`src/logic/rv32_settings.svh`:
```
`ifndef RV32_SETTINGS_SVH
`define RV32_SETTINGS_SVH

// datapath and address width
`define XLEN 32

// architectural registers, x0 included
`define REG_COUNT 32

// first fetch address after reset
`define RESET_PC 32'h0000_0000

// major opcodes handled by the core
// register-register alu group
`define OPC_ALU_REG 7'b0110011
// register-immediate alu group
`define OPC_ALU_IMM 7'b0010011
// lw only, other load sizes are not decoded
`define OPC_LOAD 7'b0000011
// sw only
`define OPC_STORE 7'b0100011

`endif
```
`src/logic/rv32_pkg.sv`:
```
`include "rv32_settings.svh"

package rv32_pkg;

    // r-format view of an instruction word
    typedef struct packed {
        logic [6:0] funct7;
        logic [4:0] rs2;
        logic [4:0] rs1;
        logic [2:0] funct3;
        logic [4:0] rd;
        logic [6:0] opcode;
    } r_fmt_t;

    // i-format view, used by alu immediates and loads
    typedef struct packed {
        logic [11:0] imm;
        logic [4:0]  rs1;
        logic [2:0]  funct3;
        logic [4:0]  rd;
        logic [6:0]  opcode;
    } i_fmt_t;

    // s-format view, immediate split around rs2/rs1
    typedef struct packed {
        logic [6:0] imm_hi;
        logic [4:0] rs2;
        logic [4:0] rs1;
        logic [2:0] funct3;
        logic [4:0] imm_lo;
        logic [6:0] opcode;
    } s_fmt_t;

    // one instruction word, read through whichever view the class calls for
    typedef union packed {
        r_fmt_t r;
        i_fmt_t i;
        s_fmt_t s;
    } instr_t;

    typedef enum logic [2:0] {
        class_alu_reg,
        class_alu_imm,
        class_load,
        class_store,
        class_illegal
    } instr_class_t;

    typedef enum logic [3:0] {
        alu_add,
        alu_sub,
        alu_sll,
        alu_slt,
        alu_sltu,
        alu_xor,
        alu_srl,
        alu_sra,
        alu_or,
        alu_and
    } alu_op_t;

    typedef enum logic [2:0] {
        st_fetch,
        st_decode,
        st_execute,
        st_alu_wb,
        st_mem_addr,
        st_mem_read,
        st_mem_wb,
        st_mem_write
    } core_state_t;

    typedef enum logic {
        src_a_pc,
        src_a_reg
    } src_a_t;

    typedef enum logic [1:0] {
        src_b_reg,
        src_b_imm,
        src_b_four
    } src_b_t;

    typedef enum logic {
        result_alu_last,
        result_mem_data
    } result_sel_t;

    // per-cycle datapath steering from the control fsm
    typedef struct packed {
        logic        ir_write;
        logic        pc_write;
        logic        pc_plus4_write;
        logic        alu_last_write;
        logic        mem_data_write;
        logic        reg_write;
        logic        mem_wr_ena;
        logic        mem_addr_from_alu;
        logic        use_decoded_op;
        src_a_t      src_a;
        src_b_t      src_b;
        result_sel_t result_sel;
    } core_ctrl_t;

endpackage

```
`src/logic/rv32_core.sv`:
```
`timescale 1ns/1ps

`include "rv32_settings.svh"

module rv32_core import rv32_pkg::*; (
    input  logic             clk,
    input  logic             rst,
    output logic [`XLEN-1:0] mem_addr,
    input  logic [`XLEN-1:0] mem_rd_data,
    output logic [`XLEN-1:0] mem_wr_data,
    output logic             mem_wr_ena,
    output logic [`XLEN-1:0] pc,
    output logic             instruction_done,
    output logic [31:0]      instructions_completed
);

    core_ctrl_t       ctrl;
    instr_t           ir;
    instr_class_t     instr_class;
    alu_op_t          decoded_op;
    alu_op_t          alu_op;
    logic [4:0]       rs1;
    logic [4:0]       rs2;
    logic [4:0]       rd;
    logic [`XLEN-1:0] imm;

    // non-architectural registers between steps
    logic [`XLEN-1:0] pc_plus4;
    logic [`XLEN-1:0] reg_a;
    logic [`XLEN-1:0] reg_b;
    logic [`XLEN-1:0] alu_last;
    logic [`XLEN-1:0] mem_data;

    logic [`XLEN-1:0] rf_data0;
    logic [`XLEN-1:0] rf_data1;
    logic [`XLEN-1:0] src_a;
    logic [`XLEN-1:0] src_b;
    logic [`XLEN-1:0] alu_result;
    logic [`XLEN-1:0] result;

    instr_decoder u_decoder (
        .instr       (ir),
        .instr_class (instr_class),
        .rs1         (rs1),
        .rs2         (rs2),
        .rd          (rd),
        .imm         (imm),
        .alu_op      (decoded_op)
    );

    core_control u_control (
        .clk                    (clk),
        .rst                    (rst),
        .instr_class            (instr_class),
        .ctrl                   (ctrl),
        .instruction_done       (instruction_done),
        .instructions_completed (instructions_completed)
    );

    // the pc takes the saved pc + 4 in the last cycle of an instruction
    always_ff @(posedge clk) begin
        if (rst) begin
            pc <= `RESET_PC;
        end else if (ctrl.pc_write) begin
            pc <= pc_plus4;
        end
    end

    always_ff @(posedge clk) begin
        if (ctrl.pc_plus4_write) begin
            pc_plus4 <= alu_result;
        end
        if (ctrl.ir_write) begin
            ir <= mem_rd_data;
        end
        if (ctrl.alu_last_write) begin
            alu_last <= alu_result;
        end
        if (ctrl.mem_data_write) begin
            mem_data <= mem_rd_data;
        end
        // operands follow the ir fields every cycle
        reg_a <= rf_data0;
        reg_b <= rf_data1;
    end

    register_file u_regfile (
        .clk      (clk),
        .rst      (rst),
        .wr_ena   (ctrl.reg_write),
        .wr_addr  (rd),
        .wr_data  (result),
        .rd_addr0 (rs1),
        .rd_addr1 (rs2),
        .rd_data0 (rf_data0),
        .rd_data1 (rf_data1)
    );

    // operand muxes
    assign src_a = (ctrl.src_a == src_a_reg) ? reg_a : pc;

    always_comb begin
        case (ctrl.src_b)
            src_b_reg: src_b = reg_b;
            src_b_imm: src_b = imm;
            default:   src_b = `XLEN'd4;
        endcase
    end

    // address arithmetic and pc increment always add
    assign alu_op = ctrl.use_decoded_op ? decoded_op : alu_add;

    alu u_alu (
        .a      (src_a),
        .b      (src_b),
        .op     (alu_op),
        .result (alu_result)
    );

    assign result = (ctrl.result_sel == result_mem_data) ? mem_data : alu_last;

    // fetch reads at pc and data accesses use the computed address
    assign mem_addr    = ctrl.mem_addr_from_alu ? alu_last : pc;
    assign mem_wr_data = reg_b;
    assign mem_wr_ena  = ctrl.mem_wr_ena;

endmodule

```
`src/logic/core_control.sv`:
```
`timescale 1ns/1ps

module core_control import rv32_pkg::*; (
    input  logic         clk,
    input  logic         rst,
    input  instr_class_t instr_class,
    output core_ctrl_t   ctrl,
    output logic         instruction_done,
    output logic [31:0]  instructions_completed
);

    core_state_t state;
    core_state_t state_next;

    always_ff @(posedge clk) begin
        if (rst) begin
            state <= st_fetch;
        end else begin
            state <= state_next;
        end
    end

    // sequencing per class
    always_comb begin
        state_next = state;
        case (state)
            st_fetch: state_next = st_decode;
            st_decode: begin
                case (instr_class)
                    class_alu_reg, class_alu_imm: state_next = st_execute;
                    class_load, class_store:      state_next = st_mem_addr;
                    // illegal opcode parks the fsm here
                    default:                      state_next = st_decode;
                endcase
            end
            st_execute: state_next = st_alu_wb;
            st_alu_wb:  state_next = st_fetch;
            st_mem_addr: begin
                if (instr_class == class_store) begin
                    state_next = st_mem_write;
                end else begin
                    state_next = st_mem_read;
                end
            end
            st_mem_read:  state_next = st_mem_wb;
            st_mem_wb:    state_next = st_fetch;
            st_mem_write: state_next = st_fetch;
            default:      state_next = st_fetch;
        endcase
    end

    // control fields per state with everything off unless named
    always_comb begin
        ctrl = '0;
        ctrl.src_a = src_a_pc;
        ctrl.src_b = src_b_reg;
        ctrl.result_sel = result_alu_last;
        case (state)
            st_fetch: begin
                // ir <- mem[pc]
                // pc_plus4 <- pc + 4 through the shared alu
                ctrl.ir_write = 1'b1;
                ctrl.pc_plus4_write = 1'b1;
                ctrl.src_a = src_a_pc;
                ctrl.src_b = src_b_four;
            end
            st_execute: begin
                ctrl.alu_last_write = 1'b1;
                ctrl.use_decoded_op = 1'b1;
                ctrl.src_a = src_a_reg;
                if (instr_class == class_alu_imm) begin
                    ctrl.src_b = src_b_imm;
                end
            end
            st_alu_wb: begin
                ctrl.reg_write = 1'b1;
                ctrl.pc_write = 1'b1;
            end
            st_mem_addr: begin
                // rs1 + imm with the op left at add
                ctrl.alu_last_write = 1'b1;
                ctrl.src_a = src_a_reg;
                ctrl.src_b = src_b_imm;
            end
            st_mem_read: begin
                ctrl.mem_addr_from_alu = 1'b1;
                ctrl.mem_data_write = 1'b1;
            end
            st_mem_wb: begin
                ctrl.reg_write = 1'b1;
                ctrl.pc_write = 1'b1;
                ctrl.result_sel = result_mem_data;
            end
            st_mem_write: begin
                ctrl.mem_addr_from_alu = 1'b1;
                ctrl.mem_wr_ena = 1'b1;
                ctrl.pc_write = 1'b1;
            end
            default: begin
                // decode only lets the register file settle into A/B
            end
        endcase
    end

    // the pc moves exactly once in the last cycle of each instruction
    assign instruction_done = ctrl.pc_write;

    always_ff @(posedge clk) begin
        if (rst) begin
            instructions_completed <= '0;
        end else if (instruction_done) begin
            instructions_completed <= instructions_completed + 32'd1;
        end
    end

    no_illegal_in_decode: assert property (@(posedge clk) disable iff (rst)
        (state == st_decode) |-> (instr_class != class_illegal));

    // a memory write belongs to a store that is still held in the ir
    wr_only_in_mem_write: assert property (@(posedge clk) disable iff (rst)
        ctrl.mem_wr_ena |-> (state == st_mem_write && instr_class == class_store));

    done_single_pulse: assert property (@(posedge clk) disable iff (rst)
        instruction_done |=> !instruction_done);

endmodule

```
`src/logic/instr_decoder.sv`:
```
`timescale 1ns/1ps

`include "rv32_settings.svh"

module instr_decoder import rv32_pkg::*; (
    input  instr_t             instr,
    output instr_class_t       instr_class,
    output logic [4:0]         rs1,
    output logic [4:0]         rs2,
    output logic [4:0]         rd,
    output logic [`XLEN-1:0]   imm,
    output alu_op_t            alu_op
);

    // register fields sit at the same bits in every view
    assign rs1 = instr.r.rs1;
    assign rs2 = instr.r.rs2;
    assign rd  = instr.r.rd;

    // opcode classification, the only opcode test in the core
    always_comb begin
        case (instr.r.opcode)
            `OPC_ALU_REG: instr_class = class_alu_reg;
            `OPC_ALU_IMM: instr_class = class_alu_imm;
            `OPC_LOAD:    instr_class = class_load;
            `OPC_STORE:   instr_class = class_store;
            default:      instr_class = class_illegal;
        endcase
    end

    // sign-extended immediate
    // stores take the split s-view, everything else the i-view
    // r-type ignores it since src_b stays on the register
    always_comb begin
        if (instr_class == class_store) begin
            imm = {{(`XLEN-12){instr.s.imm_hi[6]}}, instr.s.imm_hi, instr.s.imm_lo};
        end else begin
            imm = {{(`XLEN-12){instr.i.imm[11]}}, instr.i.imm};
        end
    end

    // funct3/funct7 to alu op
    // funct7[5] picks sub and sra; for immediates the same bit is imm[10],
    // which only matters for srai since addi has no subtract form
    always_comb begin
        case (instr.r.funct3)
            3'b000: begin
                if (instr_class == class_alu_reg && instr.r.funct7[5]) begin
                    alu_op = alu_sub;
                end else begin
                    alu_op = alu_add;
                end
            end
            3'b001: alu_op = alu_sll;
            3'b010: alu_op = alu_slt;
            3'b011: alu_op = alu_sltu;
            3'b100: alu_op = alu_xor;
            3'b101: begin
                if (instr.r.funct7[5]) begin
                    alu_op = alu_sra;
                end else begin
                    alu_op = alu_srl;
                end
            end
            3'b110: alu_op = alu_or;
            default: alu_op = alu_and;
        endcase
    end

endmodule

```
`src/logic/register_file.sv`:
```
`timescale 1ns/1ps

`include "rv32_settings.svh"

module register_file import rv32_pkg::*; (
    input  logic             clk,
    input  logic             rst,
    input  logic             wr_ena,
    input  logic [4:0]       wr_addr,
    input  logic [`XLEN-1:0] wr_data,
    input  logic [4:0]       rd_addr0,
    input  logic [4:0]       rd_addr1,
    output logic [`XLEN-1:0] rd_data0,
    output logic [`XLEN-1:0] rd_data1
);

    logic [`XLEN-1:0] regs [`REG_COUNT];

    // writes to x0 are dropped
    always_ff @(posedge clk) begin
        if (rst) begin
            for (int i = 0; i < `REG_COUNT; i++) begin
                regs[i] <= '0;
            end
        end else if (wr_ena && wr_addr != 5'd0) begin
            regs[wr_addr] <= wr_data;
        end
    end

    // combinational reads with x0 forced to zero
    assign rd_data0 = (rd_addr0 == 5'd0) ? '0 : regs[rd_addr0];
    assign rd_data1 = (rd_addr1 == 5'd0) ? '0 : regs[rd_addr1];

    // the x0 cell keeps its reset value through a write aimed at it
    x0_stays_zero: assert property (@(posedge clk) disable iff (rst)
        (wr_ena && wr_addr == 5'd0) |=> (regs[0] == '0));

endmodule

```
`src/logic/alu.sv`:
```
`timescale 1ns/1ps

`include "rv32_settings.svh"

module alu import rv32_pkg::*; (
    input  logic [`XLEN-1:0] a,
    input  logic [`XLEN-1:0] b,
    input  alu_op_t          op,
    output logic [`XLEN-1:0] result
);

    // shift amount is the low five bits of b, also for immediates
    logic [4:0] shamt;

    assign shamt = b[4:0];

    always_comb begin
        case (op)
            alu_add:  result = a + b;
            alu_sub:  result = a - b;
            alu_sll:  result = a << shamt;
            // compares return zero or one
            alu_slt: begin
                result = {{(`XLEN-1){1'b0}}, ($signed(a) < $signed(b))};
            end
            alu_sltu: begin
                result = {{(`XLEN-1){1'b0}}, (a < b)};
            end
            alu_xor:  result = a ^ b;
            alu_srl:  result = a >> shamt;
            // arithmetic shift keeps the sign bit
            alu_sra:  result = $signed(a) >>> shamt;
            alu_or:   result = a | b;
            alu_and:  result = a & b;
            default:  result = '0;
        endcase
    end

endmodule

```
`config.mk`:
```
export PLATFORM = sky130hd
export DESIGN_NAME = rv32_core
export DESIGN_NICKNAME = d
export VERILOG_FILES = /design/src/logic/rv32_pkg.sv /design/src/logic/rv32_core.sv /design/src/logic/core_control.sv /design/src/logic/instr_decoder.sv /design/src/logic/register_file.sv /design/src/logic/alu.sv
export VERILOG_INCLUDE_DIRS = /design/src /design/src/logic
export SDC_FILE = /design/constraint.sdc
export NUM_CORES = 2
export LEC_CHECK = 0
export BUFFER_PORTS_ARGS = -buffer_cell sky130_fd_sc_hd__buf_2
export CAP_MARGIN = 20
export CELL_PAD_IN_SITES_DETAIL_PLACEMENT = 1
export CELL_PAD_IN_SITES_GLOBAL_PLACEMENT = 2
export CORE_MARGIN = 4
export CORE_UTILIZATION = 35
export CTS_BUF_LIST = sky130_fd_sc_hd__clkbuf_2
export CTS_CLUSTER_DIAMETER = 60
export DETAILED_ROUTE_END_ITERATION = 8
export PLACE_DENSITY = 0.74
export SLEW_MARGIN = 10
export SYNTH_ARGS = -nofsm -noshare
export SYNTH_HDL_FRONTEND = slang
export SYNTH_SLANG_ARGS = --single-unit
```
`constraint.sdc`:
```
create_clock -name clk -period 17.52 [get_ports clk]
set_input_delay 2.628 -clock clk [delete_from_list [all_inputs] [get_ports clk]]
set_output_delay 2.628 -clock clk [all_outputs]
set_load 0.03 [all_outputs]
```
==> out/qor.tcl <==
set qor(grt_pass1_vias) 55400
set qor(unrepaired_setup_endpoints_after_global_routing) {false}
set qor(route.detailed.drc) 0
set qor(rows) 164
set qor(syn_inst) 5544
set qor(ys_async_sr_fraction_pct) 0
set qor(leakagePower_nw) 28.4
set qor(die-area_um2) 208000
set qor(end_kind) {primary output}
set qor(max-vdd-ir-drop_uv) 70.9
set qor(tightestPinTransition_ps) 1240
set qor(nets) 5896
set qor(synth_most_common_cell) {sky130_fd_sc_hd__nor2_1}
set qor(library_cell_occupying_the_most_area_in_the_post_synthesis_netlist) {sky130_fd_sc_hd__edfxtp_1}
set qor(fin_setup_tns_ps) 0
set qor(timing_worst_setup_path_type) {flip-flop to primary output}
set qor(areal_power_density_over_the_cells_nw_per_um2) 88.2
set qor(post_cts_buffers) 0
set qor(vias) 53500
set qor(met3_usage_pct) 6.27
set qor(synth_enable_flop_cells) 1152
set qor(initial_utilization_pct) 35.2
set qor(clock-root-buffer) {sky130_fd_sc_hd__clkbuf_2}
set qor(drt-pass1-iter-count) 8
set qor(period_needed_ps) 6830
set qor(yosysTopAreaCellShare_pct) 49.3
set qor(cts_tree) {yes}
set qor(synth.top_cells.by_area) {sky130_fd_sc_hd__edfxtp_1, sky130_fd_sc_hd__mux4_2, sky130_fd_sc_hd__nor2_1}
set qor(critPathMaxFanout) 23
set qor(timing.critical_path.arrival_ps) 4200
set qor(combined_area_of_all_synthesized_cells_um2) 70200
set qor(initialDrtViolationCount) 6106
set qor(setup_viol) 0
set qor(clock-sinks) 1283
set qor(die_w_um) 456
set qor(grt.met2_usage_pct) 47.7
set qor(worstSetupStartpointType) {flip-flop}
set qor(max-clock-path-buffers) 4
set qor(fin_skew_ps) 226
set qor(max_slew_headroom_pct) 17.5
set qor(post_cts_resize_count) 0
set qor(min-delay-path-class) {flip-flop to flip-flop}
set qor(ys.flop_type) {sky130_fd_sc_hd__edfxtp_1}
set qor(max_cap_viols) 0
set qor(clock_latency_ps) 1870
set qor(syn2layout_area_growth_pct) 10.7
set qor(vias_per_cell) 6.16
set qor(final.period_utilization_pct) 39.0
set qor(cts-buffers-inserted) 366
set qor(synth-seq-cells) 1283
set qor(ys_seq_area_share_pct) 53.0
set qor(final-hold-violation-count) 0
set qor(postSynthAreaPerCell_um2) 12.7
set qor(hold_bufs_at_cts) 0
set qor(post_route_cells_drive_above_1_share_pct) 29.3
set qor(max_clock_freq_mhz) 146
set qor(worst-endpoint-required_ps) 14890
set qor(initial_antenna_violation_count) 16
set qor(largest_net_degree_at_the_start_of_global_routing) 111
set qor(detail-route-antenna-nets) 0
set qor(grt_pass1_wl_um) 429000
set qor(design.core.area_um2) 200000
set qor(grt.total_usage_pct) 28.9
set qor(slew_violations) 0
set qor(wirelength_um) 307000
set qor(routabilityCongestion) 0.966
set qor(dpl-instance-area_um2) 74600
set qor(buffer_ports.inserted) 163
set qor(grt_use_met1_pct) 35.4
set qor(chipHeight_um) 456
set qor(postLayoutCellArea_um2) 77800
set qor(post-layout-total-power_mw) 6.86
set qor(synth_top_cells_by_count) {sky130_fd_sc_hd__nor2_1, sky130_fd_sc_hd__edfxtp_1, sky130_fd_sc_hd__mux4_2}
set qor(synth.distinct_cells) 103
set qor(drt-wirelength-per-cell_um) 35.4
set qor(cts-htree-levels) 5
set qor(cts.reportedPaths.clkPinSlew_ps) 100
set qor(overflow) 0
set qor(grt_busiest_layer) {met2}
set qor(synth_warnings) 0
set qor(io_pins) 164
set qor(detailedPlacementHpwl_um) 206000
set qor(run_status) {completed}
-- stage by stage --
stage | utilization (%) | hold slack, ps | std cells | setup WS, ps
3_5_place_dp | 37.4 | 496 | 8048 | 10540
6_report | 39.0 | 508 | 8687 | 10690
3_3_place_gp | 37.3 | 479 | 8044 | 10700
4_1_cts | 38.9 | 504 | 8665 | 10480
2_1_floorplan | - | 471 | 5575 | 11880
5_1_grt | 38.9 | 503 | 8676 | 10350
-- metal layers --
metal,share of wire (%),up-vias
li1,-,21800
met1,37,28100
met2,48,2932
met3,8.7,705
met4,6.2,12
met5,0.025,-
-- where the power goes --
part	internal (mW)	total (mW)	leakage, nW	switching [mW]
registers	3.46	3.58	12.9	0.124
logic	0.387	1.10	13.1	0.712
clock network	0.853	2.18	2.46	1.33
total	4.70	6.86	28.4	2.17
-- cell families (layout without fill, tap and decap cells) --
group	count (synthesis)	in the layout	synth area share (%)
muxes	841	841	22.2
and+or+nand+nor	1783	1783	10.6
AOI/OAI and AO/OA	868	868	8.45
DFF	1283	1283	53.0
xor gates and xnor gates	35	35	0.463
adders and majority gates	100	100	1.80
other	1	52	0.00534
buffers and inverters	633	1069	3.53
-- path summary, 6_finish.rpt --
| path | from | cells past startpoint | slack [ps] | endpoint |
|---|---|---|---|---|
| worst max-delay path | u_control.state[0] | 5 | 10690 | instruction_done |
| worst min-delay path | pc_plus4[16] | 2 | 510 | pc[16] |
| worst max register to register | u_control.state[2] | 13 | 10740 | pc_plus4[0] |
| worst min register to register | pc_plus4[16] | 2 | 510 | pc[16] |
-- final cells by class --
| type | instances | area [µm²] |
|---|---|---|
| clock inverters | 66 | 317 |
| inverters | 98 | 368 |
| multi-input cells | 3659 | 31300 |
| fillers | 21300 | 122000 |
| well taps | 2656 | 3320 |
| clock buffers | 551 | 2760 |
| flip-flops and latches | 1283 | 37200 |
| diodes | 20 | 50.0 |
| repair buffers | 354 | 2420 |
-- layout by cell type, fill, tap and decap left out, types with 18 or more instances in the layout --
cell	netlist	routed
sky130_fd_sc_hd__a211o_1	29	29
sky130_fd_sc_hd__a211oi_1	65	65
sky130_fd_sc_hd__a21o_1	28	28
sky130_fd_sc_hd__a21oi_1	252	251
sky130_fd_sc_hd__a221oi_1	38	38
sky130_fd_sc_hd__a22oi_1	18	18
sky130_fd_sc_hd__a31oi_1	23	23
sky130_fd_sc_hd__and3_1	20	20
sky130_fd_sc_hd__buf_2	52	162
sky130_fd_sc_hd__buf_4	5	178
sky130_fd_sc_hd__clkbuf_2	1	552
sky130_fd_sc_hd__clkinv_1	1	46
sky130_fd_sc_hd__conb_1	1	32
sky130_fd_sc_hd__dfxtp_1	131	131
sky130_fd_sc_hd__diode_2	0	20
sky130_fd_sc_hd__edfxtp_1	1152	1152
sky130_fd_sc_hd__ha_1	98	98
sky130_fd_sc_hd__inv_1	79	77
sky130_fd_sc_hd__inv_2	18	26
sky130_fd_sc_hd__mux2_2	98	98
sky130_fd_sc_hd__mux2i_1	177	145
sky130_fd_sc_hd__mux2i_4	1	31
sky130_fd_sc_hd__mux4_2	559	559
sky130_fd_sc_hd__nand2_1	215	191
sky130_fd_sc_hd__nand2_2	1	24
sky130_fd_sc_hd__nand2b_2	0	31
sky130_fd_sc_hd__nand3_1	48	41
sky130_fd_sc_hd__nor2_1	1238	1234
sky130_fd_sc_hd__nor3_1	103	101
sky130_fd_sc_hd__o211ai_1	29	29
sky130_fd_sc_hd__o21ai_0	90	89
sky130_fd_sc_hd__o221ai_1	52	52
sky130_fd_sc_hd__o22ai_1	52	52
sky130_fd_sc_hd__o31ai_1	20	19
sky130_fd_sc_hd__o32ai_1	18	18
sky130_fd_sc_hd__xor2_1	18	18
-- flip-flops by register name, summed over array words and instances (netlist names), 32 cells and up --
signal,flops
alu_last,32
ir,32
mem_data,32
mem_wr_data,32
pc,32
pc_plus4,32
reg_a,32
u_control.instructions_completed,32
u_regfile.regs,1024
-- critical path, stage by stage, from the launching register on --
cell and delay (ps):
sky130_fd_sc_hd__dfxtp_1 560, sky130_fd_sc_hd__o21ai_4 790, sky130_fd_sc_hd__buf_4 440, sky130_fd_sc_hd__inv_2 120
sky130_fd_sc_hd__buf_4 270, sky130_fd_sc_hd__buf_2 250
(Power assumes the default switching activity.)
